$ cat src/hw/mCyclePkg.sv
package mCyclePkg;

    // operand width of the unit.
    localparam int Width = 32;

    // one add-and-shift step per multiplier bit.
    localparam int MulSteps = Width;

    // the divisor starts in the upper half, so one more compare is needed
    // before its lowest bit lines up with the dividend's top bit.
    localparam int DivSteps = Width + 1;

    typedef logic [Width-1:0]   operandT;
    typedef logic [2*Width-1:0] productT;

    // wide enough to count up to DivSteps.
    typedef logic [5:0] countT;

    typedef enum logic {
        OpMultiply = 1'b0,
        OpDivide   = 1'b1
    } mCycleOpT;

    typedef enum logic {
        Idle,
        Computing
    } cycleStateT;

endpackage

$ cat src/hw/MCycleControl.sv
`timescale 1ns/1ps

module MCycleControl import mCyclePkg::*; (
    input  logic     CLK,
    input  logic     Reset,
    input  logic     Start,
    input  mCycleOpT MCycleOp,
    output logic     Init,
    output logic     Shift,
    output logic     Busy,
    output logic     StepsDone
);

    cycleStateT currentState;
    cycleStateT nextState;
    countT      count;
    mCycleOpT   opHeld;
    countT      lastStep;

    // Start is only looked at while idle, so a new request during a
    // computation is dropped.
    always_comb begin
        case (currentState)
            Idle: begin
                nextState = Start ? Computing : Idle;
                Busy      = Start;
            end
            Computing: begin
                nextState = StepsDone ? Idle : Computing;
                Busy      = 1'b1;
            end
            default: begin
                nextState = Idle;
                Busy      = 1'b0;
            end
        endcase
    end

    assign Init = (currentState == Idle) && (nextState == Computing);

    // the step count comes from the operation latched at Init.
    assign lastStep = (opHeld == OpDivide) ? countT'(DivSteps - 1) : countT'(MulSteps - 1);

    always_ff @(posedge CLK or posedge Reset) begin
        if (Reset) begin
            currentState <= Idle;
        end else begin
            currentState <= nextState;
        end
    end

    always_ff @(posedge CLK or posedge Reset) begin
        if (Reset) begin
            count     <= '0;
            Shift     <= 1'b0;
            StepsDone <= 1'b0;
            opHeld    <= OpMultiply;
        end else begin
            StepsDone <= 1'b0;
            if (Init) begin
                count  <= '0;
                Shift  <= 1'b1;
                opHeld <= MCycleOp;
            end else if (Shift) begin
                if (count == lastStep) begin
                    // final step taken on this edge.
                    count     <= '0;
                    Shift     <= 1'b0;
                    StepsDone <= 1'b1;
                end else begin
                    count <= count + 1'b1;
                end
            end
        end
    end

endmodule

$ cat src/hw/ShiftAddMultiplier.sv
`timescale 1ns/1ps

module ShiftAddMultiplier import mCyclePkg::*; (
    input  logic    CLK,
    input  logic    Reset,
    input  logic    Init,
    input  logic    Shift,
    input  operandT Operand1,
    input  operandT Operand2,
    output productT Product
);

    operandT          multiplicand;
    // upper half of the running product.
    operandT          accumulator;
    // the multiplier drains out of the bottom while product bits enter the top.
    operandT          multiplier;
    logic [Width:0]   partialSum;
    operandT          addend;

    assign addend     = multiplier[0] ? multiplicand : '0;
    assign partialSum = {1'b0, accumulator} + {1'b0, addend};

    always_ff @(posedge CLK or posedge Reset) begin
        if (Reset) begin
            multiplicand <= '0;
            accumulator  <= '0;
            multiplier   <= '0;
        end else if (Init) begin
            multiplicand <= Operand1;
            accumulator  <= '0;
            multiplier   <= Operand2;
        end else if (Shift) begin
            // the carry out of the add becomes the new top bit.
            accumulator <= partialSum[Width:1];
            multiplier  <= {partialSum[0], multiplier[Width-1:1]};
        end
    end

    // after MulSteps steps the two halves hold the full product.
    assign Product = {accumulator, multiplier};

endmodule

$ cat src/hw/RestoringDivider.sv
`timescale 1ns/1ps

module RestoringDivider import mCyclePkg::*; (
    input  logic    CLK,
    input  logic    Reset,
    input  logic    Init,
    input  logic    Shift,
    input  operandT Operand1,
    input  operandT Operand2,
    output operandT Quotient,
    output operandT Remainder
);

    productT workRemainder;
    productT workDivisor;
    operandT quotientReg;
    productT difference;
    logic    fits;

    // the subtraction is only kept when the divisor fits.
    assign difference = workRemainder - workDivisor;
    assign fits       = (workRemainder >= workDivisor);

    always_ff @(posedge CLK or posedge Reset) begin
        if (Reset) begin
            workRemainder <= '0;
            workDivisor   <= '0;
            quotientReg   <= '0;
        end else if (Init) begin
            workRemainder <= {{Width{1'b0}}, Operand1};
            workDivisor   <= {Operand2, {Width{1'b0}}};
            quotientReg   <= '0;
        end else if (Shift) begin
            if (fits) begin
                workRemainder <= difference;
                quotientReg   <= {quotientReg[Width-2:0], 1'b1};
            end else begin
                quotientReg <= {quotientReg[Width-2:0], 1'b0};
            end
            workDivisor <= workDivisor >> 1;
        end
    end

    // the first compare can only succeed for a zero divisor, and its bit is
    // shifted out again. With a zero divisor every step fits, which leaves
    // an all-ones quotient and the dividend as remainder.
    assign Quotient  = quotientReg;
    assign Remainder = workRemainder[Width-1:0];

endmodule

$ cat src/hw/ResultSelect.sv
`timescale 1ns/1ps

module ResultSelect import mCyclePkg::*; (
    input  logic     CLK,
    input  logic     Reset,
    input  logic     Init,
    input  mCycleOpT MCycleOp,
    input  logic     StepsDone,
    input  productT  Product,
    input  operandT  Quotient,
    input  operandT  Remainder,
    output operandT  Result1,
    output operandT  Result2,
    output logic     Done
);

    mCycleOpT opHeld;

    // the operation is frozen at Init so the selection is not disturbed
    // by the caller changing MCycleOp mid-computation.
    always_ff @(posedge CLK or posedge Reset) begin
        if (Reset) begin
            opHeld <= OpMultiply;
        end else if (Init) begin
            opHeld <= MCycleOp;
        end
    end

    always_ff @(posedge CLK or posedge Reset) begin
        if (Reset) begin
            Result1 <= '0;
            Result2 <= '0;
            Done    <= 1'b0;
        end else begin
            Done <= StepsDone;
            if (StepsDone) begin
                if (opHeld == OpDivide) begin
                    Result1 <= Quotient;
                    Result2 <= Remainder;
                end else begin
                    Result1 <= Product[Width-1:0];
                    Result2 <= Product[2*Width-1:Width];
                end
            end
        end
    end

endmodule

$ cat src/hw/MCycleUnit.sv
`timescale 1ns/1ps

module MCycleUnit import mCyclePkg::*; (
    input  logic     CLK,
    input  logic     Reset,
    input  logic     Start,
    input  mCycleOpT MCycleOp,
    input  operandT  Operand1,
    input  operandT  Operand2,
    output operandT  Result1,
    output operandT  Result2,
    output logic     Busy,
    output logic     Done
);

    logic    init;
    logic    shift;
    logic    stepsDone;
    productT product;
    operandT quotient;
    operandT remainder;

    MCycleControl control (
        .CLK       (CLK),
        .Reset     (Reset),
        .Start     (Start),
        .MCycleOp  (MCycleOp),
        .Init      (init),
        .Shift     (shift),
        .Busy      (Busy),
        .StepsDone (stepsDone)
    );

    // both datapaths run on every operation; the result stage picks one.
    ShiftAddMultiplier multiplier (
        .CLK      (CLK),
        .Reset    (Reset),
        .Init     (init),
        .Shift    (shift),
        .Operand1 (Operand1),
        .Operand2 (Operand2),
        .Product  (product)
    );

    RestoringDivider divider (
        .CLK       (CLK),
        .Reset     (Reset),
        .Init      (init),
        .Shift     (shift),
        .Operand1  (Operand1),
        .Operand2  (Operand2),
        .Quotient  (quotient),
        .Remainder (remainder)
    );

    ResultSelect resultSelect (
        .CLK       (CLK),
        .Reset     (Reset),
        .Init      (init),
        .MCycleOp  (MCycleOp),
        .StepsDone (stepsDone),
        .Product   (product),
        .Quotient  (quotient),
        .Remainder (remainder),
        .Result1   (Result1),
        .Result2   (Result2),
        .Done      (Done)
    );

endmodule

$ cat config.mk
export PLATFORM = sky130hd
export DESIGN_NAME = MCycleUnit
export DESIGN_NICKNAME = d
export VERILOG_FILES = /design/src/hw/mCyclePkg.sv /design/src/hw/MCycleControl.sv /design/src/hw/ShiftAddMultiplier.sv /design/src/hw/RestoringDivider.sv /design/src/hw/ResultSelect.sv /design/src/hw/MCycleUnit.sv
export SDC_FILE = /design/constraint.sdc
export NUM_CORES = 1
export LEC_CHECK = 0
export ABC_AREA = 1
export BUFFER_PORTS_ARGS = -buffer_cell sky130_fd_sc_hd__buf_4
export CORE_MARGIN = 5
export CORE_UTILIZATION = 45
export DETAILED_ROUTE_END_ITERATION = 6
export PLACE_DENSITY = 0.62
export SLEW_MARGIN = 5
export SYNTH_ARGS = -nofsm -noshare
export SYNTH_HDL_FRONTEND = slang
export SYNTH_HIERARCHICAL = 1
export SYNTH_SLANG_ARGS = --single-unit
$ cat constraint.sdc
create_clock -name CLK -period 5.59 [get_ports CLK]
set_clock_uncertainty 0.1 [all_clocks]
set_input_delay 0.2795 -clock CLK [delete_from_list [all_inputs] [get_ports CLK]]
set_output_delay 0.2795 -clock CLK [all_outputs]
set_load 0.05 [all_outputs]
==> results of run 1 <==
==> state kept, by name, summed over array words and instances (netlist names), 6 cells and up <==
register,count
resultSelect/Result1,32
multiplier/multiplicand,32
multiplier/accumulator,32
resultSelect/Result2,32
control/count,6
multiplier/multiplier,32
divider/Quotient,32
divider/workDivisor,64
divider/workRemainder,64
==> worst max-delay path, cell delays in order (launching register included) <==
cell and delay (ns):
sky130_fd_sc_hd__dfrtp_1 0.41, sky130_fd_sc_hd__nor2_4 0.20, sky130_fd_sc_hd__buf_4 0.63, sky130_fd_sc_hd__nor2_1 0.25, sky130_fd_sc_hd__inv_4 0.58, sky130_fd_sc_hd__buf_4 0.67, sky130_fd_sc_hd__o221ai_1 0.21
==> area by class of cell <==
type	count	area, µm²
well taps	680	850.8
repair buffers	213	1767
flip-flops and latches	332	8310
multi-input cells	2406	11530
fillers	5345	24760
clock buffers	54	1102
clock inverters	16	297.8
inverters	741	2791
==> cell usage after synthesis (all sizes together) <==
master,instances
fa,2
xnor2,24
o21ai,44
nor2,168
nand2,1542
clkbuf,43
and3,1
o21bai,10
xor2,4
nand2b,1
or2,2
dfrtp,332
nand3b,33
o221ai,60
a21o,1
nor4,2
nand3,202
a21oi,75
o211ai,2
o22ai,63
clkinv,8
nor3,23
buf,90
inv,733
and2,4
ha,97
nand4,46
==> placed cells by master, fill, tap and decap left out, types with 14 or more instances in the layout <==
| cell | instances |
|---|---|
| sky130_fd_sc_hd__ha_1 | 97 |
| sky130_fd_sc_hd__dfrtp_1 | 330 |
| sky130_fd_sc_hd__nand2_2 | 35 |
| sky130_fd_sc_hd__buf_4 | 146 |
| sky130_fd_sc_hd__nor2_1 | 148 |
| sky130_fd_sc_hd__clkbuf_16 | 39 |
| sky130_fd_sc_hd__o221ai_1 | 60 |
| sky130_fd_sc_hd__xnor2_1 | 24 |
| sky130_fd_sc_hd__nor3_1 | 21 |
| sky130_fd_sc_hd__nand3b_1 | 33 |
| sky130_fd_sc_hd__o22ai_1 | 63 |
| sky130_fd_sc_hd__dlygate4sd3_1 | 67 |
| sky130_fd_sc_hd__inv_1 | 709 |
| sky130_fd_sc_hd__a21oi_1 | 72 |
| sky130_fd_sc_hd__nand2_1 | 1504 |
| sky130_fd_sc_hd__nand3_1 | 193 |
| sky130_fd_sc_hd__o21ai_1 | 14 |
| sky130_fd_sc_hd__inv_2 | 21 |
| sky130_fd_sc_hd__nand4_1 | 46 |
| sky130_fd_sc_hd__nor2_2 | 16 |
| sky130_fd_sc_hd__o21ai_0 | 30 |
==> worst min path at each step <==
stage,from,cells past startpoint,endpoint
after floorplan,Reset,1,control/Shift
after global placement,Reset,2,resultSelect/Result1[1]
after detailed placement,Reset,2,resultSelect/Result2[29]
after CTS,Reset,3,resultSelect/opHeld
after global routing,Reset,3,resultSelect/opHeld
final,Reset,3,resultSelect/opHeld
==> routing by layer <==
| metal | routed length, µm | up-vias | global-route usage, % |
|---|---|---|---|
| met4 | 2696 | 0 | 8.139 |
| met1 | 34890 | 10190 | 37.08 |
| met5 | 0 | - | 0 |
| met3 | 4554 | 146 | 3.779 |
| met2 | 31130 | 593 | 38.60 |
| li1 | - | 11240 | - |
==> cells by family (layout without fill, tap and decap cells) <==
family                     after synthesis  in the layout  share of synthesized area, %
and+or+nand+nor                       2024           2024                         35.84
buffers and inverters                  874           1024                         15.30
DFF                                    332            332                         35.49
AOI/OAI and AO/OA                      255            255                         6.970
adders and majority gates               99             99                         5.356
xor gates and xnor gates                28             28                         1.048
==> power breakdown <==
group	total, mW	internal (mW)	switching, mW
registers	4.30	3.53	0.761
clock network	2.80	1.71	1.09
logic	12.2	3.88	8.31
total	19.3	9.13	10.2
==> impl_results.rst, run 1 <==
.. list-table::
   :header-rows: 1

   * - Metric
     - Value
   * - Cell area reported after detailed placement
     - roughly 25000 µm²
   * - Number of nets in the synthesized netlist
     - between 3000 and 4000
   * - Main area contributors after synthesis
     - sky130_fd_sc_hd__dfrtp_1, sky130_fd_sc_hd__nand2_1, sky130_fd_sc_hd__inv_1
   * - Arrival time reported for the critical path endpoint
     - 3.56 ns
   * - Buffers on Ports
     - ~130
   * - CP Class
     - register to register
   * - Number of global-route vias before repair
     - about 21000
   * - Detailed-route DRC error count
     - 0
   * - Clock H-tree levels
     - 2
   * - Total Die Area
     - between 50000 and 60000 µm²
   * - Yosys top cell area share
     - a little over a third
   * - Power per standard cell area
     - ~720 nW/µm²
   * - Layout cell share with drive strength beyond 1
     - ~8.2%
   * - Status
     - complete, no violations
   * - Number of hold violations in the final report
     - 0
   * - Routed Wire Length
     - ~73000 µm
   * - Layout overhead on the synthesized area
     - 13.83%
   * - Number of sinks driven by the clock tree
     - about 330
   * - Clock tree from TritonCTS
     - done
   * - CTS-repair resized insts
     - 0
   * - Cts bufs inserted
     - 39
   * - Remaining antenna violation count after routing
     - 0
   * - Worst R2R Path Depth
     - 6
   * - Leakage power
     - between 15 and 20 nW
   * - Time the final worst path needs with I/O delays and setup
     - roughly 3.3 ns
   * - Setup crit end
     - divider/workDivisor[45]
   * - Startpoint of the worst register-to-register path
     - control/currentState
   * - Overall track demand over capacity in global routing
     - around a quarter
   * - Warnings from Yosys
     - 6
   * - Area of the core
     - 51410 µm²
   * - Startpoint kind of the worst setup timing path
     - register
   * - Wirelength per Cell
     - 16.49 µm
   * - Antenna violations before repair
     - 0
   * - Unrepaired setup endpoints after global routing
     - false
   * - Critical Path Sink Type
     - register
   * - First element of the critical path
     - control/currentState
   * - Setup Total Neg Slack
     - 0 ns
   * - Number of non-filler instances in the completed layout
     - around 4400
   * - Avg Synthesized Cell Area
     - ~6.5 µm²
   * - Global-route wire length before repair
     - 114400 µm
   * - Mapped Cells
     - approximately 3600
   * - Clock latency on the worst-skew pair
     - ~0.57 ns
   * - Detailed-route via count
     - around 22000
   * - Die extent in y
     - 238.1 µm
   * - Die Width
     - approximately 240 µm
   * - Critical R2R Capture
     - divider/workDivisor[45]
   * - Effective utilization at floorplan
     - between 40% and 50%
   * - Fin util
     - around half
   * - Number of detailed-routing iterations run before antenna repair
     - 6
   * - Top Ports
     - between 100 and 150
   * - Routability-driven placement congestion ratio
     - between 0.9 and 1
   * - Setup fix buffers added after clock tree synthesis
     - 0
   * - Library cell with the largest summed area after synthesis
     - sky130_fd_sc_hd__dfrtp_1
   * - Total of flip-flops plus latches after synthesis
     - about 330
   * - Diode count
     - 0
   * - Finished layout cell area
     - around 27000 µm²
   * - Setup-failing EPs final
     - 0
   * - # nets final
     - 3900
   * - Clock root buffer
     - sky130_fd_sc_hd__clkbuf_16
   * - Post-layout power
     - about 19 mW
   * - Total number of placement rows
     - 83
   * - Worst-case setup margin in the final layout
     - approximately 2.3 ns
   * - CP Data Required Time
     - about 5.9 ns
   * - Clock tree buffer depth
     - 3
   * - Hold WS
     - roughly 0.12 ns
   * - Hold Path Class
     - input pin to asynchronous set/reset pin
   * - Worst max-slew margin expressed relative to the limit
     - between 20 and 25%
   * - Post-synth design cell area
     - 23410 µm²
   * - Final max-slew violation count
     - 0
   * - Distinct cell type count of the synthesized netlist
     - 45
   * - Pin count of the biggest net entering global routing
     - between 90 and 100
   * - Count of max-cap constraint violations
     - 0
   * - Final HPWL DP
     - between 50000 and 60000 µm
   * - Upper clock frequency limit
     - 0.3066 GHz
   * - Starting DRT DRC Count
     - between 1500 and 2000
   * - CTS clk-pin slew, worst paths
     - 0.06 ns
   * - Number of vias per cell after detailed routing
     - approximately 5.0
   * - Maximum ir drop on the vdd rail
     - 347.8 µV
   * - Share of synthesized area occupied by flip-flops and latches
     - 35.49%
   * - Pre-CTS WS
     - about 2.3 ns
   * - Slack of the worst reg-to-reg path
     - 2.33 ns
   * - Remaining global-route overflow
     - 0
   * - Measured slew at the worst slew-check pin
     - around 1.2 ns
   * - Placed insts
     - between 4000 and 5000
   * - Highest net fanout along the worst path
     - approximately 80
   * - Final worst-path cycle share
     - ~58%
   * - Quantity of hold-fixing buffers added after cts
     - 67
Power figures use the tool's default switching activity.
==> run 2, diff against run 1 <==
==> constraint.sdc (replaced) <==
create_clock -name CLK -period 3.2 [get_ports CLK]
set_clock_uncertainty 0.1 [all_clocks]
set_input_delay 0.16 -clock CLK [delete_from_list [all_inputs] [get_ports CLK]]
set_output_delay 0.16 -clock CLK [all_outputs]
set_load 0.05 [all_outputs]
==> run 2 against run 1 <==
Clock power up 73%. Via count up 0.53%. Maximum frequency up 14%. Count of clock-buffer cells in the layout down 6. Worst setup slack worse by 2.0 ns. Hold slack worse by 0.044 ns. Largest power group unchanged.
==> impl_results.rst, run 2 (synthesis gave the netlist of run 1 again) <==
.. list-table::
   :header-rows: 1

   * - Metric
     - Value
   * - Status
     - complete, no violations
   * - Final worst-path cycle share
     - 89.16% (+31 points)
   * - Slowest Stage Delay on Critical Path
     - 0.40 ns (-0.27 ns)
   * - Final HPWL DP
     - 57600 µm (+4.0%)
   * - Clock latency on the worst-skew pair
     - 0.57 ns (about the same)
   * - Critical Path Sink Type
     - register
   * - Quantity of hold-fixing buffers added after cts
     - 67 (unchanged)
   * - Pin count of the biggest net entering global routing
     - 82 (-14%)
   * - Number of detailed-routing iterations run before antenna repair
     - 6 (unchanged)
   * - Leading cell type in the layout, fill and taps excluded
     - sky130_fd_sc_hd__nand2_1
   * - Unrepaired setup endpoints after global routing
     - false
   * - Clock root buffer
     - sky130_fd_sc_hd__clkbuf_16
   * - P_int
     - 15.96 mW (+75%)
   * - Setup fix buffers added after clock tree synthesis
     - 0 (unchanged)
   * - Total Die Area
     - 56680 µm² (unchanged)
   * - Clock H-tree levels
     - 2 (unchanged)
   * - Worst-case setup margin in the final layout
     - 0.3470 ns (-1.981 ns)
   * - Cts bufs inserted
     - 38 (-2.6%)
   * - Portion of total power attributed to combinational logic
     - 63.8% (+0.6 points)
   * - Finished layout cell area
     - 26800 µm² (+0.59%)
   * - CTS clk-pin slew, worst paths
     - 0.06 ns (about the same)
   * - Remaining antenna violation count after routing
     - 0 (unchanged)
   * - Time the final worst path needs with I/O delays and setup
     - 2.853 ns (-0.4090 ns)
   * - Remaining global-route overflow
     - 0 (unchanged)
   * - Pre-CTS WS
     - 0.3718 ns (-1.975 ns)
   * - Worst R2R Path Depth
     - 17 (+11)
   * - Number of hold violations in the final report
     - 0 (unchanged)
   * - Count of max-cap constraint violations
     - 0 (unchanged)
   * - Hold Path Class
     - input pin to asynchronous set/reset pin
   * - Effective utilization at floorplan
     - 45.53% (unchanged)
   * - Final max-slew violation count
     - 0 (unchanged)
   * - Measured slew at the worst slew-check pin
     - 1.124 ns (-0.04394 ns)
   * - Detailed-route via count
     - 22290 (+0.53%)
   * - Setup Total Neg Slack
     - 0 ns (unchanged)
   * - Critical R2R Capture
     - divider/workRemainder[57]
   * - Hold WS
     - 0.07767 ns (-0.04434 ns)
   * - Routability-driven placement congestion ratio
     - 0.9702 (+0.32%)
   * - Antenna violations before repair
     - 1 (+1)
   * - Starting DRT DRC Count
     - 1826 (-7.6%)
   * - Wirelength per Cell
     - 16.80 µm (+1.8%)
   * - Routed Wire Length
     - 74940 µm (+2.3%)
   * - Maximum ir drop on the vdd rail
     - 575.2 µV (+65%)
   * - Leakage power
     - 15.43 nW (+0.62%)
   * - Commonest non-fill, non-tap cells in the layout
     - sky130_fd_sc_hd__nand2_1, sky130_fd_sc_hd__inv_1, sky130_fd_sc_hd__dfrtp_1
   * - Setup-failing EPs final
     - 0 (unchanged)
   * - Number of global-route vias before repair
     - 21110 (+1.7%)
   * - Upper clock frequency limit
     - 0.3505 GHz (+14%)
   * - CTS-repair resized insts
     - 0 (unchanged)
   * - Die Width
     - 238.1 µm (unchanged)
   * - Switching power as a share of total power
     - 53.00% (+0.33 points)
   * - Total number of placement rows
     - 83 (unchanged)
   * - Highest net fanout along the worst path
     - 64 (-18%)
   * - Top Ports
     - 134 (unchanged)
   * - Slack of the worst reg-to-reg path
     - 0.35 ns (-1.98 ns)
   * - Registers with the highest flip-flop counts
     - divider/workDivisor x64, divider/workRemainder x64
   * - Critical-path cell list
     - inv_1, ha_1, fa_1, inv_1, nand3_1, nand2_2, nand2_2, nand2_2, nand2_1, nand2_2, nand2_2, nand3_2, nand2_2, nand3_4, nand2_8, nand2_1, nand2_1
   * - Clock tree buffer depth
     - 3 (unchanged)
   * - Startpoint kind of the worst setup timing path
     - register
   * - CP Class
     - register to register
   * - # nets final
     - 3918 (+0.46%)
   * - Layout overhead on the synthesized area
     - 14.51%
   * - Layout cell share with drive strength beyond 1
     - 8.677% (+0.49 points)
   * - CP Data Required Time
     - 3.55 ns (-2.34 ns)
   * - Number of sinks driven by the clock tree
     - 332 (unchanged)
   * - Worst max-slew margin expressed relative to the limit
     - 24.96% (+2.8 points)
   * - Clock share of power
     - 14.2% (-0.3 points)
   * - Area of the core
     - 51410 µm² (unchanged)
   * - Library cell contributing the largest single delay on the critical path
     - sky130_fd_sc_hd__fa_1
   * - Net switching component of the power
     - 18.00 mW (+77%)
   * - Number of vias per cell after detailed routing
     - 4.997 (about the same)
   * - Startpoint of the worst register-to-register path
     - divider/workRemainder[0]
   * - Buffers on Ports
     - 133 (unchanged)
   * - Detailed-route DRC error count
     - 0 (unchanged)
   * - Die extent in y
     - 238.1 µm (unchanged)
   * - Most prevalent standard cell on the critical path
     - sky130_fd_sc_hd__nand2_2
   * - Cell area reported after detailed placement
     - 24770 µm² (+0.78%)
   * - Global-route wire length before repair
     - 118400 µm (+3.4%)
   * - Post-layout power
     - 33.97 mW (+76%)
   * - Overall track demand over capacity in global routing
     - 26.06% (+0.79 points)
   * - Arrival time reported for the critical path endpoint
     - 3.21 ns (-0.35 ns)
   * - Clock tree from TritonCTS
     - done
   * - Power per standard cell area
     - 1267 nW/µm² (+75%)
   * - Sequential power share
     - 22.0% (-0.3 points)
==> run 2: cell count changes in the layout (fill, tap and decap cells not counted), sizes merged <==
| cell | change |
|---|---|
| buf | +19 |
| clkbuf | -6 |
| clkinv | +4 |
| diode | +1 |
| inv | +1 |
==> run 2: how the worst max path moves through the flow <==
| stage | from | to | slack (ns) | depth (start not counted) |
|---|---|---|---|---|
| final | divider/workRemainder[0] | divider/workRemainder[57] | 0.35 | 17 |
| after global routing | divider/workRemainder[0] | divider/workRemainder[3] | 0.11 | 17 |
| after CTS | divider/workRemainder[0] | divider/workRemainder[57] | 0.37 | 17 |
| after detailed placement | divider/workRemainder[0] | divider/workRemainder[57] | 0.37 | 17 |
| after global placement | divider/workRemainder[0] | divider/workRemainder[50] | 0.44 | 17 |
| after floorplan | Reset | multiplier/accumulator[0] | 0.43 | 1 |
==> run 2: final cells by class <==
| cell class | instances | area, µm² |
|---|---|---|
| Clock buffer | 48 | 1028 |
| Inverter | 741 | 2790 |
| Antenna cell | 1 | 2.502 |
| Tap cell | 680 | 850.8 |
| Fill cell | 5250 | 24600 |
| Sequential cell | 332 | 8310 |
| Multi-Input combinational cell | 2406 | 11530 |
| Clock inverter | 21 | 335.3 |
| Timing Repair Buffer | 232 | 1959 |
==> run 2: power groups by stage <==
| stage | clock, mW | combinational [mW] | sequential [mW] |
|---|---|---|---|
| after CTS | 4.94 | 21.5 | 7.44 |
| after global placement | 0 | 21.3 | 7.45 |
| after global routing | 5.10 | 24.3 | 7.68 |
| after detailed placement | 0 | 21.3 | 7.48 |
| after floorplan | 0 | 15.0 | 8.41 |
| final | 4.83 | 21.7 | 7.46 |
==> run 2: worst max-delay path, delay by kind of cell (launching register included) <==
family	cells	cell delay, ns
fa+ha+maj	2	0.64
flops	1	0.38
simple gates	13	1.42
buf+inv	2	0.16
==> run 2: stage by stage <==
step	utilization, %	instances
floorplan	-	3612
global placement	48.18	4324
detailed placement	48.18	4324
CTS	52.14	4460
global route	52.14	4461
finish	52.14	4461
==> run 2: metal layers <==
metal  routed length [µm]  GRT usage [%]  vias up
li1                     -              -    11260
met1                35950          39.40    10250
met2                32030          39.37      667
met3                 4942          3.583      105
met4                 2014          6.991        0
met5                    0              0        -
